`config.mk`:
```
export PLATFORM = sky130hd
export DESIGN_NAME = kvs_cmd_arbiter
export DESIGN_NICKNAME = d
export VERILOG_FILES = /design/src/hdl/kvs_pkg.sv /design/src/hdl/kvs_cmd_arbiter.sv
export VERILOG_INCLUDE_DIRS = /design/src /design/src/include
export SDC_FILE = /design/constraint.sdc
export NUM_CORES = 1
export LEC_CHECK = 0
export ABC_AREA = 0
export BUFFER_PORTS_ARGS = -buffer_cell sky130_fd_sc_hd__buf_2
export CAP_MARGIN = 40
export CORE_AREA = 5 5 490 492
export CTS_BUF_LIST = sky130_fd_sc_hd__clkbuf_2
export CTS_CLUSTER_SIZE = 25
export DETAILED_ROUTE_END_ITERATION = 8
export DIE_AREA = 0 0 495 497
export PLACE_DENSITY_LB_ADDON = 0.25
export SETUP_SLACK_MARGIN = 0.5
export SLEW_MARGIN = 20
export SYNTH_ARGS = -nofsm -noshare
export SYNTH_HDL_FRONTEND = slang
export SYNTH_SLANG_ARGS = --single-unit
```
`constraint.sdc`:
```
create_clock -name ui_mig_clk -period 3.1 [get_ports ui_mig_clk]
set_input_delay 0.31 -clock ui_mig_clk [delete_from_list [all_inputs] [get_ports ui_mig_clk]]
set_output_delay 0.31 -clock ui_mig_clk [all_outputs]
set_load 0.02 [all_outputs]
```
`src/include/kvs_cfg.svh`:
```
`ifndef KVS_CFG_SVH
`define KVS_CFG_SVH

// key and value geometry
`define KVS_KEY_W           96
`define KVS_VAL_W           32
`define KVS_HASH_W          32

// bucket address, low bits of the hash
`define KVS_ADDR_W          30

// one bucket is four 16-byte slots
`define KVS_SLOTS           4
`define KVS_SLOT_W          128
`define KVS_BUCKET_W        512
`define KVS_STRB_W          64

// queue depth is 2**6 entries
`define KVS_FIFO_DEPTH_LOG2 6

// request opcodes
`define KVS_OP_SET          4'h1
`define KVS_OP_GET          4'h0

// memory controller commands
`define KVS_CMD_READ        3'b001
`define KVS_CMD_WRITE       3'b000

`endif

```
`src/hdl/kvs_pkg.sv`:
```
`include "kvs_cfg.svh"

package kvs_pkg;

	// request as presented on the input side
	typedef struct packed {
		logic [3:0]             op;
		logic [`KVS_HASH_W-1:0] hash;
		logic [`KVS_KEY_W-1:0]  key;
		logic [`KVS_VAL_W-1:0]  value;
	} kvs_req_t;

	// one table entry, key in the upper bits
	typedef struct packed {
		logic [`KVS_KEY_W-1:0] key;
		logic [`KVS_VAL_W-1:0] value;
	} kvs_slot_t;

	// slot 0 sits in the low 128 bits
	typedef kvs_slot_t [`KVS_SLOTS-1:0] kvs_bucket_t;

	typedef struct packed {
		logic [`KVS_ADDR_W-1:0] addr;
		kvs_bucket_t            data;
		logic [`KVS_STRB_W-1:0] strb;
	} kvs_wr_cmd_t;

	typedef struct packed {
		logic [`KVS_ADDR_W-1:0] addr;
	} kvs_rd_cmd_t;

	// GET waiting for its bucket to come back
	typedef struct packed {
		logic [`KVS_ADDR_W-1:0] addr;
		logic [`KVS_KEY_W-1:0]  key;
		logic [`KVS_VAL_W-1:0]  value;
	} kvs_pending_get_t;

	typedef enum logic [1:0] {
		ARB_RD = 2'b01,
		ARB_WR = 2'b10
	} kvs_arb_e;

endpackage

```
`src/hdl/kvs_cmd_arbiter.sv`:
```
`timescale 1ns/1ps
`include "kvs_cfg.svh"

module kvs_cmd_arbiter (
	input  logic                     ui_mig_clk,
	input  logic                     ui_mig_rst,
	input  logic                     init_calib_complete,
	input  kvs_pkg::kvs_wr_cmd_t     wr_head,
	input  logic                     wr_empty,
	input  kvs_pkg::kvs_rd_cmd_t     rd_head,
	input  logic                     rd_empty,
	input  logic                     app_rdy,
	input  logic                     app_wdf_rdy,
	output logic                     wr_pop,
	output logic                     rd_pop,
	output logic                     app_en,
	output logic [2:0]               app_cmd,
	output logic [`KVS_ADDR_W-1:0]   app_addr,
	output logic                     app_wdf_wren,
	output logic                     app_wdf_end,
	output logic [`KVS_BUCKET_W-1:0] app_wdf_data,
	output logic [`KVS_STRB_W-1:0]   app_wdf_mask
);

	kvs_pkg::kvs_arb_e arb_q;
	logic              wr_ok;
	logic              rd_ok;
	logic              wr_sel;
	logic              rd_sel;

	// write needs the data path ready as well
	assign wr_ok = init_calib_complete && !wr_empty && app_wdf_rdy;
	assign rd_ok = init_calib_complete && !rd_empty;

	// ----------------------------------------
	// selection
	// ----------------------------------------
	always_comb begin
		wr_sel = wr_ok;
		rd_sel = rd_ok;
		if (wr_ok && rd_ok) begin
			wr_sel = (arb_q == kvs_pkg::ARB_WR);
			rd_sel = (arb_q == kvs_pkg::ARB_RD);
		end
	end

	// flips only when a contested command is taken
	always_ff @(posedge ui_mig_clk) begin
		if (ui_mig_rst) begin
			arb_q <= kvs_pkg::ARB_RD;
		end else if (wr_ok && rd_ok && app_rdy) begin
			arb_q <= (arb_q == kvs_pkg::ARB_RD) ? kvs_pkg::ARB_WR : kvs_pkg::ARB_RD;
		end
	end

	// ----------------------------------------
	// memory user interface
	// ----------------------------------------
	assign app_en   = wr_sel || rd_sel;
	assign app_cmd  = wr_sel ? `KVS_CMD_WRITE : `KVS_CMD_READ;
	assign app_addr = wr_sel ? wr_head.addr : rd_head.addr;

	// single-beat bucket with its data alongside the command
	assign app_wdf_wren = wr_sel && app_rdy;
	assign app_wdf_end  = app_wdf_wren;
	assign app_wdf_data = wr_head.data;
	assign app_wdf_mask = ~wr_head.strb;

	assign wr_pop = wr_sel && app_rdy;
	assign rd_pop = rd_sel && app_rdy;

endmodule

```
==> impl_metrics.env <==
export IMPL_outcome="completed"
export IMPL_power_density_mw_per_mm2=80.83
export IMPL_finalSetupViolations=0
export IMPL_hold_violations=0
export IMPL_grt_pass1_wl_mm=173.7
export IMPL_vias_per_cell=0.9313
export IMPL_drt_wl_total_mm=165.3
export IMPL_core_area_sq_mm=0.2347
export IMPL_crit_family="buffers and inverters"
export IMPL_startpoint_type="flop"
export IMPL_cp_data_arrival_time_ns=1.87
export IMPL_place_ws_ns=0.9054
export IMPL_antenna_left=0
export IMPL_clockBufferDepth=2
export IMPL_cap_viol_max_count=0
export IMPL_track_usage_pct=12.80
export IMPL_p_leak_nw=1.622
export IMPL_grt_max_degree=32
export IMPL_rows=178
export IMPL_avgSynthCellArea_sq_um=7.493
export IMPL_htreeDepth=1
export IMPL_worstPathMaxFanout=31
export IMPL_hpwl_mm=163.2
export IMPL_first_iter_violations=122
export IMPL_fin_crit_ns=2.182
export IMPL_clk_root_buffer_cell="clkbuf_2"
export IMPL_drc=0
export IMPL_syn2layout_area_growth_pct=27.50
export IMPL_antenna_found_initial=91
export IMPL_cts_sinks=2
export IMPL_finalWorstSetupSlack_ns=0.9179
export IMPL_synth_warnings=0
export IMPL_firstDrtPassIters=4
export IMPL_synth_distinct_cells=20
export IMPL_postSynthCellCount=635
export IMPL_clock_latency_ns=0.19
export IMPL_crit_path_cell_trace="nor2b_1 -> o21bai_4 -> buf_12 -> mux2_2 -> buf_2"
export IMPL_fillers=28230
export IMPL_syn_area_sq_mm=0.004758
export IMPL_hold_path_class="in -> reg"
export IMPL_fin_crit_sh_pct=70.39
export IMPL_crit_type="reg -> out"
export IMPL_cts_setup_buffers=0
export IMPL_critPathMaxStageDelay_ns=0.38
export IMPL_drive_gt1_share_pct=75.50
export IMPL_crit_buf_inv=2
export IMPL_power_w=0.0004904
export IMPL_yosys_register_bits=2
export IMPL_dieArea_sq_mm=0.2460
export IMPL_rsz0062_at_grt="false"
export IMPL_fin_hold_ws_ns=0.2936
export IMPL_vdd_ir_drop_worst_mv=0.02954
export IMPL_largest_register="arb_q"
export IMPL_fp_dieW_um=495
export IMPL_cts_buffers=3
export IMPL_clk_pin_slew_ns=0.03
export IMPL_design_area_sq_mm=0.006067
export IMPL_gp_congestion=0.7524
export IMPL_grt_overflow=0
export IMPL_yosysSeqAreaShare_pct=0.8414
export IMPL_grt_pass1_vias=3273
export IMPL_wire_per_inst_um=46.77
export IMPL_start_util_pct=2.027
export IMPL_port_buffers=230
export IMPL_postCtsHoldBufs=0
export IMPL_final_nets=996
export IMPL_reg_top3="arb_q (2)"
export IMPL_cts_tree="built"
export IMPL_cp_required_ns=2.79
export IMPL_largest_reg_flops=2
export IMPL_critPathCaptureType="output port"
export IMPL_tns_ns=0
export IMPL_slew_violations=0
export IMPL_ctsResizeCount=0
export IMPL_placedInstanceArea_sq_mm=0.005967
export IMPL_num_vias=3292
export IMPL_skew_ns=0.001777
export IMPL_reg2reg_slack_ns=1.98
export IMPL_num_io_pins=1257
export IMPL_worst_path_max_delay_cell="mux2_2"
export IMPL_max_freq_ghz=0.4583
export IMPL_chipHeight_um=497
-- worst paths after layout --
kind                         start  depth (start not counted)               endpoint
max          arb_q[1]$_SDFFE_PP0P_                          5           app_addr[29]
min                     ui_mig_rst                          2  arb_q[1]$_SDFFE_PP0P_
max reg2reg  arb_q[1]$_SDFFE_PP0P_                          3  arb_q[0]$_SDFFE_PP1P_
min reg2reg  arb_q[1]$_SDFFE_PP0P_                          2  arb_q[1]$_SDFFE_PP0P_
-- cell type report --
cell class / instances / area, sq um / share of cell area [%]
tap: 3150 / 3941 / 64.96
timing repair buffer: 231 / 1171 / 19.30
multi-input combinational: 48 / 563.0 / 9.280
inverter: 67 / 251.5 / 4.145
antenna: 34 / 85.08 / 1.402
sequential: 2 / 40.04 / 0.6599
clock buffer: 3 / 15.01 / 0.2475
-- per-stage QoR --
| stage | instances | util [%] |
|---|---|---|
| 2_1_floorplan | 636 | - |
| 5_1_grt | 3507 | 2.555 |
| 3_5_place_dp | 3498 | 2.542 |
| 4_1_cts | 3501 | 2.548 |
| 6_report | 3535 | 2.585 |
| 3_3_place_gp | 3498 | 2.542 |
-- cells in the mapped netlist --
library cell	instances	area share (%)
buf_6	3	0.71
nor2b_1	2	0.26
and2b_1	1	0.16
o21bai_1	1	0.16
o21bai_4	1	0.39
a21oi_1	1	0.11
a31oi_1	1	0.13
a21o_1	1	0.16
nor2_1	1	0.079
nand3b_1	1	0.16
mux2_4	28	8.8
conb_1	1	0.079
dfxtp_1	2	0.84
o21ai_0	2	0.21
mux2_2	2	0.47
a211oi_1	1	0.16
or3_1	1	0.13
inv_1	67	5.3
nand2b_1	2	0.26
buf_4	516	81
-- cell usage in the layout (no fill, tap or decap) --
cell type,Yosys,layout
nand3b_1,1,1
diode_2,0,34
a21oi_1,1,1
nand2b_1,2,2
a31oi_1,1,1
and2b_1,1,1
a21o_1,1,1
conb_1,1,2
buf_12,0,1
clkbuf_2,0,3
o21ai_0,2,2
buf_2,0,230
dfxtp_1,2,2
inv_1,67,67
nor2_1,1,1
nor2b_1,2,2
o21bai_4,1,1
mux2_4,28,28
or3_1,1,1
mux2_2,2,2
o21bai_1,1,1
a211oi_1,1,1
-- worst reg2reg max path: stages (launching register included) --
cell      delay, ns
dfxtp_1        0.31
nand2b_1       0.16
or3_1          0.38
a21o_1         0.17
-- cells by family (layout without fill, tap and decap cells) --
kind of cell | count (synthesis) | count (layout) | share of synthesized area [%]
AOI/OAI and AO/OA | 8 | 8 | 1.315
buffers and inverters | 586 | 301 | 87.40
DFF | 2 | 2 | 0.8415
muxes | 30 | 30 | 9.308
other | 1 | 36 | 0.07881
and+or+nand+nor | 8 | 8 | 1.052
-- routing by layer --
| metal | routed length (um) | share of wire [%] | global-route usage [%] | vias to the layer above |
|---|---|---|---|---|
| li1 | - | - | - | 836 |
| met4 | 5513 | 3.3 | 3.269 | 44 |
| met2 | 76990 | 47 | 21.52 | 1150 |
| met1 | 11550 | 7.0 | 2.702 | 986 |
| met5 | 320 | 0.19 | 0 | - |
| met3 | 70950 | 43 | 25.64 | 276 |
-- power breakdown --
| group | switching, W | internal, W |
|---|---|---|
| registers | 0.000000366 | 0.0000265 |
| clock network | 0.0000147 | 0.0000257 |
| logic | 0.000273 | 0.000150 |
| total | 0.000288 | 0.000202 |
No activity file was read; power rests on OpenSTA's default activity.
