File: config.mk
export PLATFORM = sky130hd
export DESIGN_NAME = kvs_bucket_lookup
export DESIGN_NICKNAME = d
export VERILOG_FILES = /design/src/hdl/kvs_pkg.sv /design/src/hdl/kvs_bucket_lookup.sv
export VERILOG_INCLUDE_DIRS = /design/src /design/src/include
export SDC_FILE = /design/constraint.sdc
export NUM_CORES = 2
export LEC_CHECK = 0
export BUFFER_PORTS_ARGS = -buffer_cell sky130_fd_sc_hd__buf_2
export CAP_MARGIN = 15
export CELL_PAD_IN_SITES_DETAIL_PLACEMENT = 0
export CELL_PAD_IN_SITES_GLOBAL_PLACEMENT = 1
export CORE_AREA = 2 2 514 516
export DETAILED_ROUTE_END_ITERATION = 7
export DIE_AREA = 0 0 516 518
export PLACE_DENSITY_LB_ADDON = 0.1
export SYNTH_ARGS = -nofsm -noshare
export SYNTH_HDL_FRONTEND = slang
export SYNTH_SLANG_ARGS = --single-unit
File: constraint.sdc
create_clock -name ui_mig_clk -period 1.8 [get_ports ui_mig_clk]
set_input_delay 0.09 -clock ui_mig_clk [delete_from_list [all_inputs] [get_ports ui_mig_clk]]
set_output_delay 0.09 -clock ui_mig_clk [all_outputs]
set_load 0.02 [all_outputs]
File: src/include/kvs_cfg.svh
`ifndef KVS_CFG_SVH
`define KVS_CFG_SVH

// key and value geometry
`define KVS_KEY_W           96
`define KVS_VAL_W           32
`define KVS_HASH_W          32

// bucket address, low bits of the hash
`define KVS_ADDR_W          30

// one bucket is four 16-byte slots
`define KVS_SLOTS           4
`define KVS_SLOT_W          128
`define KVS_BUCKET_W        512
`define KVS_STRB_W          64

// queue depth is 2**6 entries
`define KVS_FIFO_DEPTH_LOG2 6

// request opcodes
`define KVS_OP_SET          4'h1
`define KVS_OP_GET          4'h0

// memory controller commands
`define KVS_CMD_READ        3'b001
`define KVS_CMD_WRITE       3'b000

`endif

File: src/hdl/kvs_pkg.sv
`include "kvs_cfg.svh"

package kvs_pkg;

	// request as presented on the input side
	typedef struct packed {
		logic [3:0]             op;
		logic [`KVS_HASH_W-1:0] hash;
		logic [`KVS_KEY_W-1:0]  key;
		logic [`KVS_VAL_W-1:0]  value;
	} kvs_req_t;

	// one table entry, key in the upper bits
	typedef struct packed {
		logic [`KVS_KEY_W-1:0] key;
		logic [`KVS_VAL_W-1:0] value;
	} kvs_slot_t;

	// slot 0 sits in the low 128 bits
	typedef kvs_slot_t [`KVS_SLOTS-1:0] kvs_bucket_t;

	typedef struct packed {
		logic [`KVS_ADDR_W-1:0] addr;
		kvs_bucket_t            data;
		logic [`KVS_STRB_W-1:0] strb;
	} kvs_wr_cmd_t;

	typedef struct packed {
		logic [`KVS_ADDR_W-1:0] addr;
	} kvs_rd_cmd_t;

	// GET waiting for its bucket to come back
	typedef struct packed {
		logic [`KVS_ADDR_W-1:0] addr;
		logic [`KVS_KEY_W-1:0]  key;
		logic [`KVS_VAL_W-1:0]  value;
	} kvs_pending_get_t;

	typedef enum logic [1:0] {
		ARB_RD = 2'b01,
		ARB_WR = 2'b10
	} kvs_arb_e;

endpackage

File: src/hdl/kvs_bucket_lookup.sv
`timescale 1ns/1ps
`include "kvs_cfg.svh"

module kvs_bucket_lookup (
	input  logic                      ui_mig_clk,
	input  logic                      ui_mig_rst,
	input  logic                      app_rd_data_valid,
	input  logic [`KVS_BUCKET_W-1:0]  app_rd_data,
	input  kvs_pkg::kvs_pending_get_t get_head,
	output logic                      get_pop,
	output logic                      up_push,
	output kvs_pkg::kvs_wr_cmd_t      up_data,
	output logic                      out_valid,
	output logic [3:0]                out_flag,
	output logic [`KVS_VAL_W-1:0]     out_value
);

	localparam int slot_bytes = `KVS_STRB_W / `KVS_SLOTS;

	// stage 1
	logic                      s1_valid;
	kvs_pkg::kvs_bucket_t      s1_bucket;
	kvs_pkg::kvs_pending_get_t s1_get;
	logic [`KVS_SLOTS-1:0]     match;
	logic [`KVS_VAL_W-1:0]     match_value;

	// stage 2
	logic                      s2_valid;
	logic [`KVS_SLOTS-1:0]     s2_match;
	logic [`KVS_VAL_W-1:0]     s2_value;
	kvs_pkg::kvs_bucket_t      s2_bucket;
	kvs_pkg::kvs_pending_get_t s2_get;
	kvs_pkg::kvs_wr_cmd_t      refresh_cmd;

	// stage 3
	logic                      s3_valid;
	logic                      s3_hit;
	logic [`KVS_VAL_W-1:0]     s3_value;
	kvs_pkg::kvs_wr_cmd_t      s3_cmd;

	// pending GET leaves its queue with its bucket
	assign get_pop = app_rd_data_valid;

	// ----------------------------------------
	// valid pipe
	// ----------------------------------------
	always_ff @(posedge ui_mig_clk) begin
		if (ui_mig_rst) begin
			s1_valid <= 1'b0;
			s2_valid <= 1'b0;
			s3_valid <= 1'b0;
		end else begin
			s1_valid <= app_rd_data_valid;
			s2_valid <= s1_valid;
			s3_valid <= s2_valid;
		end
	end

	// ----------------------------------------
	// stage 2 compare
	// ----------------------------------------
	always_comb begin
		match_value = '0;
		for (int i = 0; i < `KVS_SLOTS; i++) begin
			match[i] = (s1_bucket[i].key == s1_get.key);
			if (match[i]) begin
				match_value = match_value | s1_bucket[i].value;
			end
		end
	end

	// ----------------------------------------
	// stage 3 refresh bucket
	// ----------------------------------------

	// hit slot takes the GET's key and value
	always_comb begin
		refresh_cmd.addr = s2_get.addr;
		refresh_cmd.data = s2_bucket;
		refresh_cmd.strb = '0;
		for (int i = 0; i < `KVS_SLOTS; i++) begin
			if (s2_match[i]) begin
				refresh_cmd.data[i].key   = s2_get.key;
				refresh_cmd.data[i].value = s2_get.value;
				refresh_cmd.strb[i * slot_bytes +: slot_bytes] = '1;
			end
		end
	end

	always_ff @(posedge ui_mig_clk) begin
		if (app_rd_data_valid) begin
			s1_bucket <= app_rd_data;
			s1_get    <= get_head;
		end
		s2_match  <= match;
		s2_value  <= match_value;
		s2_bucket <= s1_bucket;
		s2_get    <= s1_get;
		s3_hit    <= |s2_match;
		s3_value  <= s2_value;
		s3_cmd    <= refresh_cmd;
	end

	// ----------------------------------------
	// results
	// ----------------------------------------
	assign out_valid = s3_valid;
	assign out_flag  = s3_hit ? 4'h1 : 4'h0;

	// zero on a miss, no slot contributes
	assign out_value = s3_value;

	assign up_push = s3_valid && s3_hit;
	assign up_data = s3_cmd;

	// one key per bucket, the table never holds duplicates
	a_match_onehot: assert property (
		@(posedge ui_mig_clk) disable iff (ui_mig_rst) s2_valid |-> $onehot0(s2_match)
	);

endmodule

==> results.cfg <==
[timing]
relSlewSlack = 0.249
fmax_mhz = 358
tightest_slew_ns = 1.12
hold_viol = 0
drv_slew = 0
fin_skew_ns = 0.0748
setup_slack_ns = -0.993
setup_viol = 36
fin_crit_sh = 1.55
rsz0062_at_grt = yes
fin_crit_ns = 2.79

[yosys]
yosys_warnings = 0
synth_area_leader_cell = dfxtp_1
avgSynthCellArea_um2 = 17.5
synth.distinct_cells = 25
ys.flop_type = dfxtp_1
seq_area_frac_synth = 0.794
synth_area_leaders = dfxtp_1 45%, edfxtp_1 35%, mux2_2 10%
yosys.area.top_type_share = 0.446
synthesis.area_mm2 = 0.0578
synthCells = 3303
async_flop_share = 0
synth_edf_count = 670
ys_ff_latch = 1958

[critical_path]
worstPathCellList = xor2_1 > nor4_2 > buf_4 > nand4_1 > nor2_4 > buf_12 > and3_1 > a311o_1
critPathMaxFanout = 33
cp.depth = 8
path_class = reg -> reg
end_kind = flop
crit_family = simple AND/OR/NAND/NOR gates
start_kind = flop
slowest_stage = nor4_2
cpPeakStageDelay_ns = 0.71
arrival_ns = 3.54
reg2reg_depth = 8
path_buf_inv = 2
worstPathRequired_ns = 2.55

[floorplanning]
start_util = 0.221
fp-row-count = 188
core_mm2 = 0.262
ios = 1318
dieWidth_um = 516
fp.dieArea_mm2 = 0.267
die_h_um = 518

[global_route]
grt_start_max_net_pins = 68
first_global_vias = 42129
grt_overflow = 0
grt_pass1_wl_um = 383000
antenna_found_initial = 129
grt_usage = 0.215

[layout]
nNetsFinal = 7111
synthToLayoutAreaGrowth_pct = 61.8
drive_above_1_share = 0.417
final_cell_area_mm2 = 0.0935

[clock_tree]
clockRootBuffer = clkbuf_16
clockBufferDepth = 3
cts_buffers = 218
clk_latency_ns = 0.88
cts.sinks = 1958
cts_tree = built
cts.htree.levels = 4
clkTransAtPathRegs_ns = 0.06

[hold_path]
holdCritPathClass = in -> reg
min_path_cells = 2

[power]
power_density_mw_per_mm2 = 1170
power_w = 0.110
p_leak_nw = 38.1
ir_drop_v = 0.000992

[route]
drtIter0Drc = 2097
vias = 39750
post_drt_wl_per_cell_um = 28.9
drc = 0
via_per_inst = 3.90
ant_nets = 0
dr.pass1.iters = 5
finalWirelength_um = 295000

[flow_run]
cap_violations = 0

[outcome]
status = complete, but fails checks
violations = setup timing

[placed_design]
placed_area_mm2 = 0.0721
gp_congestion = 0.815
dpl.hpwl_um = 227000
numPortBuffers = 1314
## through the flow
stage                     setup TNS (ns)  hold slack (ns)  setup slack [ns]  instances  utilization
after CTS                         -35.00         0.000528             -1.07      10146        0.356
after detailed placement          -66.03            0.268             -1.92       8445        0.276
after global placement            -65.44            0.268             -1.89       8443        0.276
after floorplan                    -3.05            0.162            -0.104       3305            -
after global routing              -34.70          0.00105             -1.02      10181        0.357
final                             -32.93           0.0449            -0.993      10200        0.358
## cell usage in the layout (no fill, tap or decap), types with 4 or more instances in the layout
cell type / n
buf_2: 1314
dfxtp_1: 1278
dlygate4sd3_1: 1250
edfxtp_1: 670
mux2_2: 512
buf_4: 421
clkbuf_16: 226
xor2_1: 181
xnor2_1: 166
nand3_1: 64
nand4_1: 62
clkbuf_1: 62
buf_12: 56
clkbuf_8: 53
diode_2: 49
clkinv_2: 36
o22ai_1: 32
a311o_1: 32
and3_1: 27
nor4_1: 24
nor4_4: 21
xnor2_2: 20
nor4_2: 17
buf_6: 14
clkinv_1: 11
xor2_2: 10
bufinv_16: 8
buf_16: 8
clkinv_16: 7
xnor2_4: 6
dfxtp_2: 6
and3_4: 5
inv_16: 5
dfxtp_4: 4
## flip-flops by register name, summed over array words and instances (netlist names)
name         count
up_data        546
refresh_cmd     30
s2_valid         1
s2_match         4
s2_bucket      512
s2_value        32
out_value       32
s3_hit           1
s1_valid         1
s1_bucket      512
s2_get         128
s1_get         158
out_valid        1
## timing repair
| item | in CTS | in global routing |
|---|---|---|
| endpoints found under the hold margin | 1079 | 0 |
| resized for setup | 98 | 24 |
| gates cloned | 7 | 1 |
| pin swaps | 31 | 15 |
| hold buffers | 1250 | 0 |
| setup buffers | 27 | 4 |
| setup endpoints to repair | 97 | 37 |
## final timing paths
| check | slack [ns] | from | endpoint |
|---|---|---|---|
| worst min register to register | 0.32 | refresh_cmd[577] | up_data[577] |
| worst max register to register | -0.99 | s1_get[45] | s2_value[6] |
| worst max-delay path | -0.99 | s1_get[45] | s2_value[6] |
| worst min-delay path | 0.04 | app_rd_data[169] | s1_bucket[169] |
## per-layer routing
metal | vias to the layer above | global-route usage | share of wire
met2 | 1374 | 0.385 | 0.51
li1 | 18104 | - | -
met5 | - | 0 | 0.0011
met1 | 19808 | 0.259 | 0.41
met3 | 408 | 0.0489 | 0.056
met4 | 56 | 0.0466 | 0.023
## cell families after synthesis
kind of cell / Yosys count / share of synthesized area
simple gates: 233 / 0.0245
other cells: 1 / 0.0000649
xor+xnor: 384 / 0.0582
flops: 1958 / 0.794
compound gates: 64 / 0.00900
mux: 512 / 0.0997
buf+inv: 151 / 0.0145
## cell type report
class | instances | area, µm²
Fill cell | 25778 | 168000
Sequential cell | 1958 | 45900
Timing Repair Buffer | 3064 | 23800
Multi-Input combinational cell | 1196 | 11800
Clock buffer | 340 | 6590
Tap cell | 3515 | 4400
Clock inverter | 78 | 865
Antenna cell | 49 | 123
## power by group
part           internal, W  switching, W  leakage [nW]
Clock               0.0265        0.0195          3.66
Sequential          0.0493       0.00209          17.4
Combinational      0.00571       0.00648          17.0
## synthesized netlist by cell type (4+ instances only)
master	instances
a311o_1	32
and3_1	29
buf_1	4
buf_2	14
buf_4	66
clkbuf_1	64
dfxtp_1	1288
edfxtp_1	670
mux2_2	512
nand3_1	64
nand4_1	62
nor2_1	4
nor4_1	56
nor4_2	5
o22ai_1	32
xnor2_1	192
xor2_1	192
## worst register-to-register path, delay by kind of cell, from the launching register on
| kind | cells | cell delay [ns] |
|---|---|---|
| simple gates | 4 | 1.30 |
| xor+xnor | 1 | 0.25 |
| flops | 1 | 0.51 |
| compound gates | 1 | 0.10 |
| buf+inv | 2 | 0.51 |
No activity file was read; power rests on OpenSTA's default activity.
