## src/include/kvs_cfg.svh

```systemverilog
`ifndef KVS_CFG_SVH
`define KVS_CFG_SVH

// key and value geometry
`define KVS_KEY_W           96
`define KVS_VAL_W           32
`define KVS_HASH_W          32

// bucket address, low bits of the hash
`define KVS_ADDR_W          30

// one bucket is four 16-byte slots
`define KVS_SLOTS           4
`define KVS_SLOT_W          128
`define KVS_BUCKET_W        512
`define KVS_STRB_W          64

// queue depth is 2**6 entries
`define KVS_FIFO_DEPTH_LOG2 6

// request opcodes
`define KVS_OP_SET          4'h1
`define KVS_OP_GET          4'h0

// memory controller commands
`define KVS_CMD_READ        3'b001
`define KVS_CMD_WRITE       3'b000

`endif

```

## src/hdl/kvs_sync_fifo.sv

```systemverilog
`timescale 1ns/1ps
`include "kvs_cfg.svh"

module kvs_sync_fifo #(
	parameter type payload_t = logic
) (
	input  logic     ui_mig_clk,
	input  logic     ui_mig_rst,
	input  logic     push,
	input  payload_t push_data,
	input  logic     pop,
	output payload_t pop_data,
	output logic     empty,
	output logic     full
);

	localparam int addr_w = `KVS_FIFO_DEPTH_LOG2;
	localparam int depth  = 1 << addr_w;

	payload_t mem [depth];

	// extra msb tells a full ring from an empty one
	logic [addr_w:0] wr_ptr;
	logic [addr_w:0] rd_ptr;

	// ----------------------------------------
	// pointers
	// ----------------------------------------
	always_ff @(posedge ui_mig_clk) begin
		if (ui_mig_rst) begin
			wr_ptr <= '0;
			rd_ptr <= '0;
		end else begin
			if (push) begin
				wr_ptr <= wr_ptr + 1'b1;
			end
			if (pop) begin
				rd_ptr <= rd_ptr + 1'b1;
			end
		end
	end

	always_ff @(posedge ui_mig_clk) begin
		if (push) begin
			mem[wr_ptr[addr_w-1:0]] <= push_data;
		end
	end

	// head is visible without a pop
	assign pop_data = mem[rd_ptr[addr_w-1:0]];

	assign empty = (wr_ptr == rd_ptr);
	assign full  = (wr_ptr[addr_w] != rd_ptr[addr_w]) &&
		(wr_ptr[addr_w-1:0] == rd_ptr[addr_w-1:0]);

	// ----------------------------------------
	// producer and consumer must respect levels
	// ----------------------------------------
	a_no_overflow: assert property (
		@(posedge ui_mig_clk) disable iff (ui_mig_rst) push |-> !full
	);

	a_no_underflow: assert property (
		@(posedge ui_mig_clk) disable iff (ui_mig_rst) pop |-> !empty
	);

endmodule

```

## config.mk

```make
export PLATFORM = sky130hd
export DESIGN_NAME = kvs_sync_fifo
export DESIGN_NICKNAME = d
export VERILOG_FILES = /design/src/hdl/kvs_sync_fifo.sv
export VERILOG_INCLUDE_DIRS = /design/src /design/src/include
export SDC_FILE = /design/constraint.sdc
export NUM_CORES = 1
export LEC_CHECK = 0
export BUFFER_PORTS_ARGS = -buffer_cell sky130_fd_sc_hd__buf_2
export CAP_MARGIN = 10
export CORE_MARGIN = 4
export CORE_UTILIZATION = 45
export DETAILED_ROUTE_END_ITERATION = 7
export PLACE_DENSITY = 0.64
export SYNTH_ARGS = -nofsm -noshare
export SYNTH_HDL_FRONTEND = slang
export SYNTH_SLANG_ARGS = --single-unit
```

## constraint.sdc

```tcl
create_clock -name ui_mig_clk -period 1.9 [get_ports ui_mig_clk]
set_input_delay 0.38 -clock ui_mig_clk [delete_from_list [all_inputs] [get_ports ui_mig_clk]]
set_output_delay 0.38 -clock ui_mig_clk [all_outputs]
set_load 0.03 [all_outputs]
```

==> metrics, run 1 <==
Final #Nets=343; CTS tree=yes; fmax=0.4055 GHz; dpl hpwl=5090 um; Initial Util=45.81%; CP required=1520 ps; average size of a mapped cell=12.12 um2; cell mode on critical path=buf_6; WS Path Type=reg -> out; largest delay contributor family on the critical path=buffers and inverters; first-pass GRT wire length=12100 um; 1st-iter DRT viols=between 200 and 250; post-route clock period utilization=129.8%; Design Power=3621 uW; final setup violation count=3; cell area power density=827.0 mW/mm2; grt total ovfl=0; Yosys top cell area share=51.32%; dominant cells by area after synthesis=edfxtp_1 51%, dfxtp_1 11%, nor2_1 7.7%, mux4_2 6.6%, xor2_1 2.1%; post-synthesis cell type count=39; CP bufs+invs=4; PortBufs=7; top-count cell post-synth=nor2_1; setup TNS=-614.0 ps; status=complete, but fails checks; chip height=about 99 um; Cell Area, Placed=0.004035 mm2; fillers=694; crit start category=flop; Slew headroom=around three quarters; Die X=99.23 um; Comb pwr share=about a tenth; Wirelength per Cell=about 17 um; clock transition at the registers of the reported paths=80 ps; total die area=a little under 0.01 mm2; fraction of registers with async set/reset=0%; violated checks=negative setup slack; post-synthesis sequential area ratio=62.01%; internal power consumption=2766 uW; vias in the first global route=roughly 2300; TritonRoute pass-1 iters=5; max_cap viols=0; cell area after synthesis=0.003745 mm2; initial antenna violation count=0; RSZ-0062 raised after global routing=yes; Finished Cell Area=0.004379 mm2; routability-driven placement congestion ratio=0.8092; CP Cell Sequence=buf_12 > buf_8 > buf_6 > mux4_2 > nand2_1 > and3_4 > a211oi_4 > buf_6; detailed-route DRC error count=0; ANT nets after route=0; worst slew pin tran=390.3 ps; FF+latch area=0.002337 mm2; CP max FO=7; pin count of the biggest net entering global routing=65; Clock Root Buffer=clkbuf_8; setup ws final=-566.0 ps; CP peak stage delay=about 500 ps; Main synth FF type=edfxtp_1; Clock Sinks=84; Peak VDD IR=0.4850 mV; Synth-to-Final Area Change=16.94%; Core Rows=33; CP max-delay cell=mux4_2; Hold Vio Cnt, Final=0; Worst Skew=8.304 ps; clock buffer count from CTS=9; DR vias=2430; Clk Latency, worst-skew pair=360 ps; total routed wirelength=7495 um; Post-synth top cells=77 x nor2_1, 64 x edfxtp_1, 20 x dfxtp_1, 14 x nand2_1, 12 x nand3_1; switching power=about 860 uW; biggest area consumer among synthesized cells=edfxtp_1; leakage power=0.001411 uW; Final Max Slew Viols=0; yosys warns=0; # hold bufs at CTS=0; Worst Path Arrival=2090 ps; Multi-input gate area=approximately 0.0014 mm2; # diodes=0; Flop pwr share=55.4%; Top Ports=8; EDFF count, synth=64; share of cells above drive strength 1=24.05%; Post-Syn Nets=316; Post-Syn Instances=309; Tmin final=about 2500 ps; Setup crit end kind=output pin; Worst Hold Class=in -> reg; Via-to-Cell Ratio=roughly 5.4; Clock power frac=34.8%; H-tree levels=3; Core Region=0.008175 mm2; Sw Ratio=23.63%; All-Layer GR Usage=16.22%; Seq cells post-synth=84; Max clock buf depth=2
## worst paths after layout
check,startpoint,end,slack [ps],depth (start not counted)
setup / recovery,flop,pop_data,-570,8
hold / removal,ui_mig_rst,wr_ptr[0],370,2
setup reg to reg,wr_ptr[5],mem[48],330,5
hold reg to reg,wr_ptr[6],wr_ptr[6],520,2
## cell type report
class,instances,share of cell area (%)
multi-input cells,201,31.51
clock buffers,9,2.829
clock inverters,7,1.714
flip-flops and latches,84,53.37
repair buffers,35,7.143
well taps,105,3.000
inverters,5,0.4286
## layer usage
metal | vias to the layer above | wire length [um] | track usage (%)
li1 | 1169 | - | -
met1 | 1180 | 3373 | 22.35
met2 | 71 | 3580 | 24.95
met3 | 10 | 409 | 3.717
met4 | 0 | 131 | 6.618
met5 | - | 0 | 0
## power by group through the flow
stage	registers [uW]	logic [uW]	clock network, uW
2_1_floorplan	2040	209	0
3_3_place_gp	2050	307	0
3_5_place_dp	2050	309	0
5_1_grt	2010	387	1380
6_report	2010	353	1260
4_1_cts	2010	322	1300
## registers in the layout (all words and copies together), names as in the netlist, named ones only
signal	flops
rd_ptr	7
wr_ptr	7
mem	64
## metrics by stage
| stage | hold WS (ps) | utilization (%) | setup slack, ps | instances |
|---|---|---|---|---|
| floorplan | 449.1 | - | -15.34 | 309 |
| global placement | 489.8 | 49.36 | -250.0 | 424 |
| detailed placement | 517.4 | 49.36 | -308.5 | 424 |
| CTS | 357.9 | 52.39 | -641.1 | 442 |
| global route | 380.7 | 53.57 | -649.0 | 446 |
| finish | 374.2 | 53.57 | -566.0 | 446 |
## cell usage in the layout, fill, tap and decap left out, types with 2 or more instances in the layout
cell type and count:
xor2_1 9, nand2b_1 5, dfxtp_1 14, nand2_1 14, mux2i_1 7, o21ai_0 4, dfxtp_4 3, buf_4 23
nor2b_1 5, edfxtp_1 64, buf_12 3, a22oi_1 2, nor4_1 5, and3_4 2, mux4_2 12, a211oi_4 2
or3_1 5, ha_1 2, xnor2_1 6, clkinvlp_4 3, nor3_1 8, inv_6 2, nand4_1 6, nand3_1 11
nor2_1 77, inv_1 5, a21oi_1 4, dfxtp_2 3, clkbuf_8 9, buf_2 4, buf_6 4
## kinds of logic (layout without fill, tap and decap cells)
kind of cell / count (synthesis) / in the layout / synth area share, %
AND/OR/NAND/NOR: 146 / 146 / 17.84
flip-flops: 84 / 84 / 62.01
buffers and inverters: 24 / 56 / 2.840
multiplexers: 20 / 20 / 9.489
AO/OA/AOI/OAI: 18 / 18 / 3.642
XOR/XNOR: 15 / 15 / 3.508
adder cells (fa/ha/maj): 2 / 2 / 0.6681
## what timing repair did
item / 4_1_cts / 5_1_grt
pin swaps: 7 / 5
gates resized for setup: 14 / 16
setup endpoints to repair: 3 / 3
buffers inserted: 2 / 4
No activity file was read; power rests on OpenSTA's default activity.
==> run 2: changes to the inputs <==
- ABC_CLOCK_PERIOD_IN_PS: default -> 2800
- GPL_TIMING_DRIVEN: default -> 0
- PLACE_DENSITY: 0.64 -> 0.61
- clock period: 1.9 -> 2.8 ns (I/O delays scaled with it)
==> run 2 against run 1 <==
Compared with the run above:
- the flow now finishes without violations
- global-route usage up 1.0 points
- non-clock buffer count down 8
- utilization down 2.8 points
- first-iteration DRC count up 11%
- largest power group unchanged
==> metrics, run 2 (synthesized netlist as in run 1, its figures left out) <==
status=complete, no violations; crit start category=flop; RSZ-0062 raised after global routing=yes; fmax=0.3683 GHz; PortBufs=7; switching power=~560 uW; Core Rows=33; commonest non-fill, non-tap cell in the layout=nor2_1; post-route clock period utilization=96.97%; pin count of the biggest net entering global routing=65; worst reg2reg startpoint=wr_ptr[0]; detailed-route DRC error count=0; Peak VDD IR=approximately 0.3 mV; Clock power frac=34.2%; final setup violation count=0; Initial Util=45.81%; # diodes=0; setup TNS=0 ps; Max clock buf depth=2; routability-driven placement congestion ratio=0.7719; WP depth=7; Synth-to-Final Area Change=10.79%; initial antenna violation count=0; Tmin final=about 2700 ps; worst slew pin tran=970.4 ps; CP max-delay cell=mux4_2; DR vias=2420; R2R Path End=mem[1]; Design Power=2402 uW; ANT nets after route=0; TritonRoute pass-1 iters=5; Largest register FFs=64; Comb pwr share=9.1%; first-pass GRT wire length=12880 um; max_cap viols=0; most frequent cells in the layout=77 x nor2_1, 64 x edfxtp_1, 19 x dfxtp_1, 14 x nand2_1; total die area=slightly below 0.01 mm2; Finished Cell Area=0.004149 mm2; reg2reg path depth=3; 1st-iter DRT viols=238; final hold slack=470.6 ps; CP Capture Point=pop_data; Final Max Slew Viols=0; Via-to-Cell Ratio=5.525; Cell Area, Placed=0.003911 mm2; Worst Skew=11.98 ps; Worst Hold Class=in -> reg; Flop pwr share=56.7%; CP peak stage delay=roughly 530 ps; All-Layer GR Usage=17.21%; CP Cell Sequence=buf_12 > mux4_2 > o2111ai_2 > nand3_1 > a211oi_2 > a211oi_2 > buf_4; Clock Root Buffer=clkbuf_8; share of cells above drive strength 1=around 16%; CP required=2240 ps; CTS tree=yes; cell mode on critical path=a211oi_2; total routed wirelength=about 8000 um; CP bufs+invs=2; fillers=754; vias in the first global route=2424; Slew headroom=35.31%; internal power consumption=1847 uW; Core Region=approximately 0.008 mm2; grt total ovfl=0; leakage power=around 0.0013 uW; clock transition at the registers of the reported paths=80 ps; Clk Latency, worst-skew pair=around 350 ps; Die X=99.23 um; H-tree levels=3; Reg2Reg Setup Slack=980 ps; Wirelength per Cell=about 18 um; dpl hpwl=around 5300 um; Hold Vio Cnt, Final=0; # hold bufs at CTS=0; Sw Ratio=a little under a quarter; hold depth=2; CP max FO=7; chip height=about 100 um; largest delay contributor family on the critical path=multiplexers; WS Path Type=reg -> out; Final #Nets=335; Top Ports=8; clock buffer count from CTS=9; Worst Path Arrival=2160 ps; Setup crit end kind=output pin; cell area power density=579.0 mW/mm2; Clock Sinks=84
[run 2: cell count changes in the layout (fill, tap and decap cells not counted), sizes merged]
cell / previous run / this run
clkbuf: 9 / 18
clkinvlp: 3 / 1
buf: 35 / 20
clkinv: 1 / 3
inv: 7 / 5
[run 2: layout make-up]
type | instances | area [um2] | share of cell area (%)
well taps | 105 | 131.4 | 3.166
clock buffers | 11 | 131.4 | 3.166
repair buffers | 9 | 65.06 | 1.568
plain buffers | 18 | 100.1 | 2.413
clock inverters | 5 | 52.55 | 1.267
flip-flops and latches | 84 | 2326 | 56.06
multi-input cells | 201 | 1324 | 31.91
inverters | 5 | 18.77 | 0.4524
[run 2: worst min path at each step]
stage                endpoint  slack [ps]       start
finish              wr_ptr[5]         470  ui_mig_rst
global route        wr_ptr[6]         480  ui_mig_rst
detailed placement  wr_ptr[6]         490   wr_ptr[6]
floorplan           wr_ptr[6]         460   wr_ptr[6]
CTS                 wr_ptr[5]         460  ui_mig_rst
global placement    rd_ptr[6]         490   rd_ptr[6]
[run 2: stage by stage]
step                      utilization (%)  cells  setup WS (ps)
after floorplan                         -    309          571.0
after global placement              47.84    421          261.6
after detailed placement            47.84    421          268.6
after CTS                           50.21    436          1.408
after global routing                50.75    438         -4.827
final                               50.75    438          84.72
[run 2: power by group through the flow]
stage	combinational [uW]	clock, uW	sequential (uW)
global route	238	896	1370
CTS	209	839	1360
global placement	201	0	1390
floorplan	137	0	1390
finish	218	822	1360
detailed placement	204	0	1390
[run 2: timing repair]
action,in CTS,in global routing
gates resized for setup,7,6
pin swaps,1,3
buffers inserted,0,2
endpoints found under the setup margin,1,1
[run 2: routing by layer]
layer / global-route usage [%] / routed length (um) / up-vias / share of wire [%]
met5: 0 / 0 / - / 0
met4: 6.618 / 134 / 0 / 1.7
met3: 2.454 / 294 / 14 / 3.7
met2: 26.70 / 3732 / 64 / 47
met1: 24.68 / 3722 / 1188 / 47
li1: - / - / 1154 / -
[run 2: worst reg2reg max path, cell delays in order, from the launching register on]
cell,delay (ps)
dfxtp_1,480
clkbuf_1,430
nand3_1,410
nor2_1,220
==> run 3: changes to the inputs <==
- CORE_MARGIN: 4 -> 2
==> run 3 against run 2 <==
Compared with the run above:
- critical endpoint unchanged
- wire length shrank 0.79%
- non-clock buffer count is 1 higher
- hold slack lost 15 ps
- critical path type unchanged
- utilization about the same
- setup slack got worse by 40 ps
- cell count rose by 0.23%
- largest power group unchanged
- flip-flop and latch count did not move
- combinational power barely moved
==> metrics, run 3 (synthesized netlist as in run 1, its figures left out) <==
status=complete, no violations; fillers=721; Setup crit end kind=output pin; Core Region=0.008134 mm2; grt total ovfl=0; CP max FO=10; chip height=95.23 um; Max clock buf depth=2; clock transition at the registers of the reported paths=80 ps; Final Max Slew Viols=0; worst reg2reg startpoint=wr_ptr[0]; CP max-delay cell=dfxtp_4; Multi-input gate area=0.001313 mm2; setup TNS=0 ps; most frequent cells in the layout=77 x nor2_1, 64 x edfxtp_1, 19 x dfxtp_1, 14 x nand2_1; detailed-route DRC error count=0; Largest register FFs=64; Initial Util=46.04%; # hold bufs at CTS=0; Worst Path Arrival=around 2200 ps; Wirelength per Cell=about 18 um; Clk Latency, worst-skew pair=360 ps; R2R Path End=mem[35]; FF+latch area=0.002326 mm2; Via-to-Cell Ratio=5.506; Tmin final=2755 ps; Hold Vio Cnt, Final=0; hold depth=2; crit start category=flop; Cell Area, Placed=0.003911 mm2; first-pass GRT wire length=12040 um; max_cap viols=0; routability-driven placement congestion ratio=0.8102; worst slew pin tran=just under 1000 ps; cell area power density=around 560 mW/mm2; PortBufs=7; WS Path Type=reg -> out; post-route clock period utilization=98.39%; All-Layer GR Usage=18.72%; final setup violation count=0; initial antenna violation count=0; CP Cell Sequence=clkbuf_4 > mux2_2 > o211ai_1 > a221oi_2 > a211oi_2 > a211oi_2 > buf_4; cell mode on critical path=a211oi_2; Die X=95.23 um; ANT nets after route=0; Worst Hold Class=in -> reg; WHS Endpoint=rd_ptr[6]; pin count of the biggest net entering global routing=65; Clock Root Buffer=clkbuf_8; CP required=2240 ps; leakage power=0.001312 uW; Post-Place Setup Slack=between 200 and 300 ps; Slew headroom=a little over a third; Worst Skew=9.254 ps; reg2reg path depth=3; fmax=0.3630 GHz; total die area=between 0.009 and 0.01 mm2; commonest non-fill, non-tap cell in the layout=nor2_1; largest delay contributor family on the critical path=compound AO/OA/AOI/OAI gates; Worst Hold Launch=ui_mig_rst; Reg2Reg Setup Slack=970 ps; CP bufs+invs=2; # diodes=0; TritonRoute pass-1 iters=4; Clock Sinks=84; Final #Nets=336; dpl hpwl=5084 um; Synth-to-Final Area Change=10.32%; Core Rows=33; clock buffer count from CTS=9; DR vias=2417; setup ws final=45.15 ps; Finished Cell Area=0.004131 mm2; share of cells above drive strength 1=14.37%; 1st-iter DRT viols=about 130; Top Ports=8; total routed wirelength=7822 um; CP peak stage delay=410 ps; final hold slack=about 460 ps; Peak VDD IR=between 0.2 and 0.25 mV; H-tree levels=3; vias in the first global route=2248; CTS tree=yes
run 3: repair_timing:
| action | CTS | global route |
|---|---|---|
| pin swaps | 0 | 1 |
| setup buffers | 0 | 2 |
| cloned | 0 | 1 |
| endpoints found under the hold margin | 0 | 0 |
| gates resized for setup | 6 | 5 |
| setup endpoints to repair | 1 | 1 |
run 3: where the power goes:
part           switching (uW)  total (uW)  internal [uW]
sequential               14.1        1360           1350
clock                     404         744            340
combinational             127         218           91.0
run 3: per-layer routing:
| layer | global-route usage [%] | wire length (um) | vias to the layer above |
|---|---|---|---|
| li1 | - | - | 1156 |
| met2 | 28.11 | 3731 | 48 |
| met5 | 0 | 0 | - |
| met1 | 25.64 | 3601 | 1198 |
| met3 | 4.348 | 320 | 15 |
| met4 | 9.179 | 168 | 0 |
run 3: worst register-to-register path, cell delays in order (launching register included):
cell and delay [ps]:
dfxtp_1 470, clkbuf_1 400, nand3_1 410, nor2_1 260
run 3: cell type report:
cell class | instances | area share [%]
plain buffers | 18 | 2.514
clock buffers | 13 | 3.604
clock inverters | 3 | 0.3028
inverters | 5 | 0.4543
multi-input cells | 201 | 31.77
flip-flops and latches | 84 | 56.30
well taps | 105 | 3.180
repair buffers | 10 | 1.878
run 3: worst max path at each step:
stage               start  endpoint  slack (ps)  depth (start not counted)
finish               flop  pop_data          50                          7
detailed placement   flop  pop_data         250                          7
global placement     flop  pop_data         250                          7
CTS                  flop  pop_data          20                          7
floorplan            flop  pop_data         570                          6
global route         flop  pop_data         -30                          7
run 3: through the flow:
step	total power [uW]	util (%)	instances
after floorplan	1523	-	309
after global placement	1588	48.08	421
after detailed placement	1588	48.08	421
after CTS	2328	50.24	436
after global routing	2410	50.79	439
final	2326	50.79	439
